File: src/hw/stbuf_params.svh
// Sizing macros for the store buffer
// Entry count, physical address width, buffer line width
// and L1D write port width
`ifndef STBUF_PARAMS_SVH
`define STBUF_PARAMS_SVH

// --------------------
// Buffer geometry
// --------------------

// Number of buffer entries
`define STBUF_ENTRIES 4

// Physical address width
`define STBUF_PADDR_W 32

// Bits held per entry, one buffer line
`define STBUF_WIDTH 64

// --------------------
// Cache side
// --------------------

// L1D write port width, a multiple of the line width
`define STBUF_DC_DATA_W 128

`endif

File: src/hw/stbuf_pkg.sv
// Shared types for the store buffer
// Address, entry data and strobe types, cache port types,
// entry vectors, store response and entry state enums
package stbuf_pkg;

`include "stbuf_params.svh"

  // Address bit positions
  localparam int LINE_LSB = $clog2(`STBUF_WIDTH / 8);
  localparam int DC_LSB   = $clog2(`STBUF_DC_DATA_W / 8);

  // --------------------
  // Data types
  // --------------------
  typedef logic [`STBUF_PADDR_W-1:0]       paddr_t;
  typedef logic [`STBUF_WIDTH-1:0]         stbuf_data_t;
  typedef logic [`STBUF_WIDTH/8-1:0]       stbuf_strb_t;
  typedef logic [`STBUF_DC_DATA_W-1:0]     dc_data_t;
  typedef logic [`STBUF_DC_DATA_W/8-1:0]   dc_be_t;

  // One bit per entry
  typedef logic [`STBUF_ENTRIES-1:0]       entry_oh_t;

  // Answer to a committed store
  typedef enum logic [1:0] {
    STBUF_ALLOC = 2'd0,
    STBUF_MERGE = 2'd1,
    STBUF_FULL  = 2'd2
  } stbuf_resp_t;

  // Entry drain state
  typedef enum logic [1:0] {
    ST_IDLE      = 2'd0,
    ST_READY     = 2'd1,
    ST_WAIT_RESP = 2'd2
  } stbuf_state_t;

endpackage

File: src/hw/stbuf_alloc.sv
// Store allocation for the store buffer
// Line compare against the entries, merge/refuse/allocate
// decision and the rotating input pointer
`include "stbuf_params.svh"

module stbuf_alloc (
  input  logic                   i_clk,
  input  logic                   i_reset_n,
  input  logic                   i_st_valid,
  input  stbuf_pkg::paddr_t      i_st_paddr,
  input  stbuf_pkg::entry_oh_t   i_valid,
  input  stbuf_pkg::entry_oh_t   i_mergeable,
  input  stbuf_pkg::entry_oh_t   i_wait,
  input  stbuf_pkg::paddr_t      i_paddr [`STBUF_ENTRIES],
  output stbuf_pkg::entry_oh_t   o_load,
  output stbuf_pkg::entry_oh_t   o_merge,
  output stbuf_pkg::stbuf_resp_t o_st_resp
);

  import stbuf_pkg::*;

  entry_oh_t w_match;
  entry_oh_t w_merge;
  entry_oh_t w_refuse;
  entry_oh_t r_in_ptr;
  logic      w_full;
  logic      w_alloc;

  // Same buffer line as the incoming store
  always_comb begin
    for (int e = 0; e < `STBUF_ENTRIES; e++) begin
      w_match[e] = i_valid[e] &
                   (i_paddr[e][`STBUF_PADDR_W-1:LINE_LSB] ==
                    i_st_paddr[`STBUF_PADDR_W-1:LINE_LSB]);
    end
  end

  assign w_merge  = w_match & i_mergeable & {`STBUF_ENTRIES{i_st_valid}};
  assign w_refuse = w_match & i_wait & {`STBUF_ENTRIES{i_st_valid}};
  assign w_full   = &i_valid;
  assign w_alloc  = i_st_valid & ~|w_merge & ~|w_refuse & ~w_full;

  assign o_merge = w_merge;
  assign o_load  = r_in_ptr & {`STBUF_ENTRIES{w_alloc}};

  always_comb begin
    if (|w_merge) begin
      o_st_resp = STBUF_MERGE;
    end else if (|w_refuse || w_full) begin
      // Line busy at the cache or no free entry
      o_st_resp = STBUF_FULL;
    end else begin
      o_st_resp = STBUF_ALLOC;
    end
  end

  // --------------------
  // Input pointer
  // --------------------
  always_ff @(posedge i_clk or negedge i_reset_n) begin
    if (!i_reset_n) begin
      r_in_ptr <= entry_oh_t'(1);
    end else if (w_alloc) begin
      r_in_ptr <= {r_in_ptr[`STBUF_ENTRIES-2:0], r_in_ptr[`STBUF_ENTRIES-1]};
    end
  end

endmodule

File: src/hw/stbuf_entry.sv
// One store buffer entry
// Line address, byte strobes and data with byte merge,
// plus the drain state machine toward the L1D write port
module stbuf_entry (
  input  logic                   i_clk,
  input  logic                   i_reset_n,

  // Fill from the store input
  input  logic                   i_load,
  input  logic                   i_merge,
  input  stbuf_pkg::paddr_t      i_st_paddr,
  input  stbuf_pkg::stbuf_strb_t i_st_strb,
  input  stbuf_pkg::stbuf_data_t i_st_data,

  // Drain control
  input  logic                   i_wr_issue,
  input  logic                   i_wr_done,
  input  logic                   i_wr_retry,

  output logic                   o_valid,
  output logic                   o_wr_req,
  output logic                   o_mergeable,
  output stbuf_pkg::paddr_t      o_paddr,
  output stbuf_pkg::stbuf_strb_t o_strb,
  output stbuf_pkg::stbuf_data_t o_data
);

  import stbuf_pkg::*;

  stbuf_state_t r_state;
  paddr_t       r_paddr;
  stbuf_strb_t  r_strb;
  stbuf_data_t  r_data;
  stbuf_data_t  w_merge_data;

  // --------------------
  // Drain FSM
  // --------------------
  always_ff @(posedge i_clk or negedge i_reset_n) begin
    if (!i_reset_n) begin
      r_state <= ST_IDLE;
    end else begin
      case (r_state)
        ST_IDLE: begin
          if (i_load) begin
            r_state <= ST_READY;
          end
        end
        ST_READY: begin
          if (i_wr_issue) begin
            r_state <= ST_WAIT_RESP;
          end
        end
        ST_WAIT_RESP: begin
          if (i_wr_done) begin
            r_state <= ST_IDLE;
          end else if (i_wr_retry) begin
            // Conflict at the cache, try again
            r_state <= ST_READY;
          end
        end
        default: begin
          r_state <= ST_IDLE;
        end
      endcase
    end
  end

  // New bytes win where their strobe is set
  always_comb begin
    w_merge_data = r_data;
    for (int b = 0; b < $bits(stbuf_strb_t); b++) begin
      if (i_st_strb[b]) begin
        w_merge_data[b*8 +: 8] = i_st_data[b*8 +: 8];
      end
    end
  end

  // --------------------
  // Payload
  // --------------------
  always_ff @(posedge i_clk) begin
    if (i_load) begin
      r_paddr <= i_st_paddr;
      r_strb  <= i_st_strb;
      r_data  <= i_st_data;
    end else if (i_merge) begin
      r_strb  <= r_strb | i_st_strb;
      r_data  <= w_merge_data;
    end
  end

  assign o_valid     = (r_state != ST_IDLE);
  assign o_wr_req    = (r_state == ST_READY);
  assign o_mergeable = (r_state == ST_READY) & ~i_wr_issue;
  assign o_paddr     = r_paddr;
  assign o_strb      = r_strb;
  assign o_data      = r_data;

endmodule

File: src/hw/stbuf_drain.sv
// Drain of the store buffer to the L1D write port
// Oldest-entry select, write formatting, one write in flight
// and conflict handling on the one-cycle response
`include "stbuf_params.svh"

module stbuf_drain (
  input  logic                   i_clk,
  input  logic                   i_reset_n,
  input  stbuf_pkg::entry_oh_t   i_wr_req,
  input  stbuf_pkg::paddr_t      i_paddr [`STBUF_ENTRIES],
  input  stbuf_pkg::stbuf_strb_t i_strb  [`STBUF_ENTRIES],
  input  stbuf_pkg::stbuf_data_t i_data  [`STBUF_ENTRIES],
  input  logic                   i_l1d_wr_conflict,
  output stbuf_pkg::entry_oh_t   o_wr_issue,
  output stbuf_pkg::entry_oh_t   o_wr_done,
  output stbuf_pkg::entry_oh_t   o_wr_retry,
  output logic                   o_l1d_wr_valid,
  output stbuf_pkg::paddr_t      o_l1d_wr_paddr,
  output stbuf_pkg::dc_data_t    o_l1d_wr_data,
  output stbuf_pkg::dc_be_t      o_l1d_wr_be
);

  import stbuf_pkg::*;

  // Entry lines per cache port word
  localparam int DC_MULT = `STBUF_DC_DATA_W / `STBUF_WIDTH;
  localparam int STRB_W  = `STBUF_WIDTH / 8;

  entry_oh_t   r_out_ptr;
  entry_oh_t   r_inflight_oh;
  logic        r_inflight;
  logic        w_issue;
  logic        w_resp_ok;
  paddr_t      w_sel_paddr;
  stbuf_strb_t w_sel_strb;
  stbuf_data_t w_sel_data;

  // Oldest entry sits under the output pointer
  always_comb begin
    w_sel_paddr = '0;
    w_sel_strb  = '0;
    w_sel_data  = '0;
    for (int e = 0; e < `STBUF_ENTRIES; e++) begin
      if (r_out_ptr[e]) begin
        w_sel_paddr = w_sel_paddr | i_paddr[e];
        w_sel_strb  = w_sel_strb | i_strb[e];
        w_sel_data  = w_sel_data | i_data[e];
      end
    end
  end

  assign w_issue   = |(r_out_ptr & i_wr_req) & ~r_inflight;
  assign w_resp_ok = r_inflight & ~i_l1d_wr_conflict;

  assign o_wr_issue = r_out_ptr & {`STBUF_ENTRIES{w_issue}};
  assign o_wr_done  = r_inflight_oh & {`STBUF_ENTRIES{w_resp_ok}};
  assign o_wr_retry = r_inflight_oh & {`STBUF_ENTRIES{r_inflight & i_l1d_wr_conflict}};

  // --------------------
  // Write formatting
  // --------------------
  assign o_l1d_wr_valid = w_issue;
  assign o_l1d_wr_paddr = {w_sel_paddr[`STBUF_PADDR_W-1:DC_LSB], {DC_LSB{1'b0}}};
  assign o_l1d_wr_data  = {DC_MULT{w_sel_data}};

  if (DC_MULT == 1) begin : g_be_direct
    assign o_l1d_wr_be = w_sel_strb;
  end else begin : g_be_slot
    logic [DC_LSB-LINE_LSB-1:0] w_slot;

    // Line position inside the port word
    assign w_slot      = w_sel_paddr[DC_LSB-1:LINE_LSB];
    assign o_l1d_wr_be = dc_be_t'(w_sel_strb) << (w_slot * STRB_W);
  end

  // --------------------
  // In-flight tracking
  // --------------------
  always_ff @(posedge i_clk or negedge i_reset_n) begin
    if (!i_reset_n) begin
      r_out_ptr     <= entry_oh_t'(1);
      r_inflight    <= 1'b0;
      r_inflight_oh <= '0;
    end else begin
      r_inflight    <= w_issue;
      r_inflight_oh <= o_wr_issue;
      if (w_resp_ok) begin
        r_out_ptr <= {r_out_ptr[`STBUF_ENTRIES-2:0], r_out_ptr[`STBUF_ENTRIES-1]};
      end
    end
  end

endmodule

File: src/hw/stbuf_fwd.sv
// Load forwarding from the store buffer
// Line match of one load address against the valid entries
// and selection of the matching entry's strobes and data
`include "stbuf_params.svh"

module stbuf_fwd (
  input  logic                   i_fwd_valid,
  input  stbuf_pkg::paddr_t      i_fwd_paddr,
  input  stbuf_pkg::entry_oh_t   i_valid,
  input  stbuf_pkg::paddr_t      i_paddr [`STBUF_ENTRIES],
  input  stbuf_pkg::stbuf_strb_t i_strb  [`STBUF_ENTRIES],
  input  stbuf_pkg::stbuf_data_t i_data  [`STBUF_ENTRIES],
  output logic                   o_fwd_hit,
  output stbuf_pkg::stbuf_strb_t o_fwd_be,
  output stbuf_pkg::stbuf_data_t o_fwd_data
);

  import stbuf_pkg::*;

  entry_oh_t w_hit;

  // At most one valid entry per line, so OR-select is safe
  always_comb begin
    o_fwd_be   = '0;
    o_fwd_data = '0;
    for (int e = 0; e < `STBUF_ENTRIES; e++) begin
      w_hit[e] = i_fwd_valid & i_valid[e] &
                 (i_paddr[e][`STBUF_PADDR_W-1:LINE_LSB] ==
                  i_fwd_paddr[`STBUF_PADDR_W-1:LINE_LSB]);
      if (w_hit[e]) begin
        o_fwd_be   = o_fwd_be | i_strb[e];
        o_fwd_data = o_fwd_data | i_data[e];
      end
    end
  end

  assign o_fwd_hit = |w_hit;

endmodule

File: src/hw/stbuf_top.sv
// Store buffer top level
// Allocation logic, entry array, drain to the L1D write port
// and load forwarding
`include "stbuf_params.svh"

module stbuf_top (
  input  logic                     i_clk,
  input  logic                     i_reset_n,

  // Committed store
  input  logic                     i_st_valid,
  input  stbuf_pkg::paddr_t        i_st_paddr,
  input  stbuf_pkg::stbuf_strb_t   i_st_strb,
  input  stbuf_pkg::stbuf_data_t   i_st_data,
  output stbuf_pkg::stbuf_resp_t   o_st_resp,

  // L1D write port
  output logic                     o_l1d_wr_valid,
  output stbuf_pkg::paddr_t        o_l1d_wr_paddr,
  output stbuf_pkg::dc_data_t      o_l1d_wr_data,
  output stbuf_pkg::dc_be_t        o_l1d_wr_be,
  input  logic                     i_l1d_wr_conflict,

  // Load forwarding
  input  logic                     i_fwd_valid,
  input  stbuf_pkg::paddr_t        i_fwd_paddr,
  output logic                     o_fwd_hit,
  output stbuf_pkg::stbuf_strb_t   o_fwd_be,
  output stbuf_pkg::stbuf_data_t   o_fwd_data,

  output logic                     o_empty
);

  import stbuf_pkg::*;

  entry_oh_t   w_load;
  entry_oh_t   w_merge;
  entry_oh_t   w_wr_issue;
  entry_oh_t   w_wr_done;
  entry_oh_t   w_wr_retry;
  entry_oh_t   w_valid;
  entry_oh_t   w_wr_req;
  entry_oh_t   w_mergeable;
  entry_oh_t   w_wait;
  paddr_t      w_paddr [`STBUF_ENTRIES];
  stbuf_strb_t w_strb  [`STBUF_ENTRIES];
  stbuf_data_t w_data  [`STBUF_ENTRIES];

  // Valid but locked against merging
  assign w_wait  = w_valid & ~w_mergeable;
  assign o_empty = ~|w_valid;

  // --------------------
  // Input side
  // --------------------
  stbuf_alloc u_alloc (
    .i_clk       (i_clk),
    .i_reset_n   (i_reset_n),
    .i_st_valid  (i_st_valid),
    .i_st_paddr  (i_st_paddr),
    .i_valid     (w_valid),
    .i_mergeable (w_mergeable),
    .i_wait      (w_wait),
    .i_paddr     (w_paddr),
    .o_load      (w_load),
    .o_merge     (w_merge),
    .o_st_resp   (o_st_resp)
  );

  // --------------------
  // Entry array
  // --------------------
  for (genvar e = 0; e < `STBUF_ENTRIES; e++) begin : g_entry
    stbuf_entry u_entry (
      .i_clk       (i_clk),
      .i_reset_n   (i_reset_n),
      .i_load      (w_load[e]),
      .i_merge     (w_merge[e]),
      .i_st_paddr  (i_st_paddr),
      .i_st_strb   (i_st_strb),
      .i_st_data   (i_st_data),
      .i_wr_issue  (w_wr_issue[e]),
      .i_wr_done   (w_wr_done[e]),
      .i_wr_retry  (w_wr_retry[e]),
      .o_valid     (w_valid[e]),
      .o_wr_req    (w_wr_req[e]),
      .o_mergeable (w_mergeable[e]),
      .o_paddr     (w_paddr[e]),
      .o_strb      (w_strb[e]),
      .o_data      (w_data[e])
    );
  end

  // --------------------
  // Output side
  // --------------------
  stbuf_drain u_drain (
    .i_clk             (i_clk),
    .i_reset_n         (i_reset_n),
    .i_wr_req          (w_wr_req),
    .i_paddr           (w_paddr),
    .i_strb            (w_strb),
    .i_data            (w_data),
    .i_l1d_wr_conflict (i_l1d_wr_conflict),
    .o_wr_issue        (w_wr_issue),
    .o_wr_done         (w_wr_done),
    .o_wr_retry        (w_wr_retry),
    .o_l1d_wr_valid    (o_l1d_wr_valid),
    .o_l1d_wr_paddr    (o_l1d_wr_paddr),
    .o_l1d_wr_data     (o_l1d_wr_data),
    .o_l1d_wr_be       (o_l1d_wr_be)
  );

  stbuf_fwd u_fwd (
    .i_fwd_valid (i_fwd_valid),
    .i_fwd_paddr (i_fwd_paddr),
    .i_valid     (w_valid),
    .i_paddr     (w_paddr),
    .i_strb      (w_strb),
    .i_data      (w_data),
    .o_fwd_hit   (o_fwd_hit),
    .o_fwd_be    (o_fwd_be),
    .o_fwd_data  (o_fwd_data)
  );

endmodule

File: config.mk
export PLATFORM = sky130hd
export DESIGN_NAME = stbuf_top
export DESIGN_NICKNAME = d
export VERILOG_FILES = /design/src/hw/stbuf_pkg.sv /design/src/hw/stbuf_alloc.sv /design/src/hw/stbuf_entry.sv /design/src/hw/stbuf_drain.sv /design/src/hw/stbuf_fwd.sv /design/src/hw/stbuf_top.sv
export VERILOG_INCLUDE_DIRS = /design/src /design/src/hw
export SDC_FILE = /design/constraint.sdc
export NUM_CORES = 1
export LEC_CHECK = 0
export BUFFER_PORTS_ARGS = -buffer_cell sky130_fd_sc_hd__buf_2
export CAP_MARGIN = 20
export CORE_MARGIN = 1
export CORE_UTILIZATION = 50
export DETAILED_ROUTE_END_ITERATION = 7
export GPL_ROUTABILITY_DRIVEN = 0
export PLACE_DENSITY = 0.76
export SETUP_SLACK_MARGIN = 0.02
export SLEW_MARGIN = 0
export SYNTH_ARGS = -nofsm -noshare
export SYNTH_HDL_FRONTEND = slang
export SYNTH_SLANG_ARGS = --single-unit
File: constraint.sdc
create_clock -name i_clk -period 3 [get_ports i_clk]
set_clock_uncertainty 0.15 [all_clocks]
set_input_delay 0.15 -clock i_clk [delete_from_list [all_inputs] [get_ports i_clk]]
set_output_delay 0.15 -clock i_clk [all_outputs]
set_load 0.005 [all_outputs]
==> results.json <==
{
  "clock_path_buffers": 3,
  "pre_cts_ws_ps": -152,
  "path_cells": "buf_6, xor2_2, nor4_4, nand4_1, nor4_4, buf_6, buf_12, buf_16, nand2_2, nand2_2, buf_6",
  "worst_slack_ps": -526,
  "ys_seq_area_frac": 0.610,
  "max_stage_delay_ps": 420,
  "fp.dieH_um": 206,
  "use_met3": 0.0938,
  "rr_endpoint": "g_entry[1].u_entry.o_data[18]$_DFFE_PP_",
  "syn_area_per_cell_um2": 12.5,
  "reg2reg_depth": 11,
  "rows": 74,
  "startpoint": "g_entry[3].u_entry.o_paddr[4]$_DFFE_PP_",
  "period_needed_ps": 3530,
  "critical_path_class": "reg -> out",
  "r2r_start": "g_entry[2].u_entry.o_paddr[13]$_DFFE_PP_",
  "cts_made_buffers": 44,
  "worst_path_dominant_cell_family": "simple AND/OR/NAND/NOR gates",
  "crit_path_end_kind": "primary output",
  "wirelength_um": 81000,
  "drc": 3,
  "wire_per_inst_um": 28.5,
  "setup_viol": 519,
  "p_total_mw": 13.0,
  "violations": "design-rule violations, negative setup slack",
  "clkTransAtPathRegs_ps": 60,
  "hp-class": "in -> reg",
  "layout_common_cells": "404 x edfxtp_1, 373 x buf_2, 232 x nand2_1",
  "syn_to_final_growth_pct": 41.1,
  "coreArea_um2": 40900,
  "outcome": "complete, but fails checks",
  "dr.first_iter.drc_count": 2891,
  "p_seq_frac": 0.499,
  "p_sw_frac": 0.219,
  "worst-path-stages": 11,
  "synthFlopType": "edfxtp_1",
  "vdd_drop_max_mv": 0.450,
  "netSwitchingPower_mw": 2.85,
  "synth_edf_count": 404,
  "cp_common_cell": "buf_6",
  "drive_above_1_share": 0.377,
  "ys_seq_elements": 425,
  "htreeDepth": 2,
  "postSynth.asyncResetShare": 0.0494,
  "num_vias": 18600,
  "leakage_nw": 12.1,
  "worst_setup_path_start_kind": "register",
  "start_util": 0.507,
  "crit_required_ps": 2700,
  "power_density_nw_per_um2": 444,
  "crit_fanout": 11,
  "r2r_setup_slack_ps": -410,
  "synth_area_um2": 20800,
  "final_cells": 2841,
  "yosysWarnings": 0,
  "grtUsageMet2": 0.556,
  "io_buffer_count": 383,
  "finalHoldViolations": 0,
  "die_x_um": 206,
  "crit_arrival_ps": 3230,
  "crit_path_top_delay_cell": "edfxtp_1",
  "grt_pass1_vias": 17700,
  "maxCapViolCount": 0,
  "synthDistinctLibCells": 52,
  "grt_pass1_wl_um": 107000,
  "gr-total-overflow": 0,
  "endpoint": "o_fwd_be[0]",
  "track_usage": 0.346,
  "p_clk_frac": 0.439,
  "ant_nets": 0,
  "antenna_found_initial": 1,
  "fp.dieArea_um2": 42300,
  "power_frac_comb": 0.063,
  "viasPerCell": 6.56,
  "critPathBufInv": 5,
  "final.setup.tns_ps": -185040,
  "cts_tree": "yes",
  "final_common_cell": "edfxtp_1",
  "layout.nets": 2417,
  "antenna_cells": 0,
  "fmax_ghz": 0.284,
  "syn_inst": 1664,
  "grtUsageMet1": 0.420,
  "place_area_um2": 23900,
  "worstMarginPinSlew_ps": 965,
  "dp.cells": 2579,
  "clock_sinks": 425,
  "io_pins": 394,
  "grt-busiest-layer": "met2",
  "slew_viol_final": 0,
  "post-route-period-util": 1.18,
  "internal-power_mw": 10.1,
  "cts-root-buf": "clkbuf_16",
  "rsz0062_at_grt": "true",
  "grt_max_degree": 106,
  "hpwl_um": 45100,
  "design_area_um2": 29300,
  "firstDrtPassIters": 8,
  "slew_headroom": 0.356,
  "clock_latency_ps": 590
}
per-stage QoR:
step / util / hold slack (ps)
floorplan: - / -296
global placement: 0.585 / -30.5
detailed placement: 0.585 / -13.6
CTS: 0.687 / 147
global route: 0.715 / 172
finish: 0.715 / 177
power by group through the flow:
stage | clock, mW | sequential [mW] | combinational [mW]
floorplan | 0 | 6.61 | 0.178
global placement | 0 | 6.61 | 0.484
detailed placement | 0 | 6.61 | 0.497
CTS | 5.66 | 6.49 | 0.708
global route | 5.90 | 6.48 | 0.838
finish | 5.70 | 6.48 | 0.813
worst register-to-register path: stages, from the launching register on:
cell and delay [ps]:
edfxtp_1 490, nor2b_1 110, a2111oi_2 380, nand4_1 330
buf_4 250, nor4_4 330, nor4_2 110, and4b_4 260
buf_12 150, buf_8 130, buf_16 150, a22o_4 290
routing by layer:
layer  wire, µm  share of wire
met1      27800           0.34
met4       5060          0.062
met2      38100           0.47
met5         14        0.00017
met3      10100           0.12
Yosys cell counts (4+ instances only):
cell	n	share of area
nor2b_1	19	0.0057
a41o_1	4	0.0019
and2_1	9	0.0027
o21ai_0	5	0.0012
nand4_1	23	0.0069
a221oi_1	10	0.0042
buf_1	18	0.0033
nand2b_1	11	0.0033
a31o_2	4	0.0017
buf_4	68	0.025
buf_2	6	0.0014
nand2_1	253	0.046
nand3b_1	5	0.0018
xnor2_1	53	0.022
a222oi_1	72	0.035
inv_1	21	0.0038
a21oi_1	6	0.0014
a31oi_1	32	0.0096
dfrtp_1	19	0.023
nand3_1	4	0.00096
nor4_1	46	0.014
edfxtp_1	404	0.58
mux2_2	4	0.0022
xor2_1	156	0.066
mux2_4	4	0.0029
nor2_1	60	0.011
a22oi_1	187	0.068
clkbuf_1	79	0.014
a22o_1	40	0.017
a21o_1	4	0.0014
nor4_2	7	0.0042
registers in the layout, indices dropped and copies added (netlist names):
register and cells:
g_entry.u_entry.r_state 8, g_entry.u_entry.o_strb 32, g_entry.u_entry.o_paddr 116, u_drain.r_out_ptr 4, u_alloc.r_in_ptr 4, g_entry.u_entry.o_data 256, u_drain.r_inflight_oh 4, u_drain.r_inflight 1
worst min path at each step:
stage                                                end  slack, ps  cells after the start           from
2_1_floorplan  g_entry[0].u_entry.r_state[0]$_DFFE_PN0P_       -300                      0      i_reset_n
3_3_place_gp                u_drain.r_inflight$_DFF_PN0_        -30                      1      i_reset_n
3_5_place_dp   g_entry[1].u_entry.r_state[1]$_DFFE_PN0P_        -10                      1      i_reset_n
4_1_cts          g_entry[3].u_entry.o_data[48]$_DFFE_PP_        150                      2  i_st_data[48]
5_1_grt          g_entry[1].u_entry.o_data[43]$_DFFE_PP_        170                      2  i_st_data[43]
6_report         g_entry[1].u_entry.o_data[43]$_DFFE_PP_        180                      2  i_st_data[43]
logic make-up (layout without fill, tap and decap cells):
group | count (synthesis) | in the layout | synth area share
AND/OR/NAND/NOR | 446 | 446 | 0.0992
flip-flops | 425 | 425 | 0.610
AO/OA/AOI/OAI | 379 | 379 | 0.148
XOR/XNOR | 209 | 209 | 0.0882
buffers and inverters | 196 | 838 | 0.0488
multiplexers | 8 | 8 | 0.00506
other | 1 | 4 | 0.000181
layout make-up:
class                   count  area, µm²
clock inverters            27        297
clock buffers              52       1170
fillers                  2541      11600
inverters                  23       88.8
flip-flops and latches    425      12700
well taps                 532        666
repair buffers            736       5990
multi-input cells        1046       8390
timing repair:
action                     in CTS  in global routing
hold buffers                  105                  0
setup endpoints to repair     534                533
pin swaps                      59                121
setup buffers                  32                 22
cloned                         22                 13
resized for setup             173                146
hold endpoints to repair      493                  0
(Power assumes the default switching activity.)
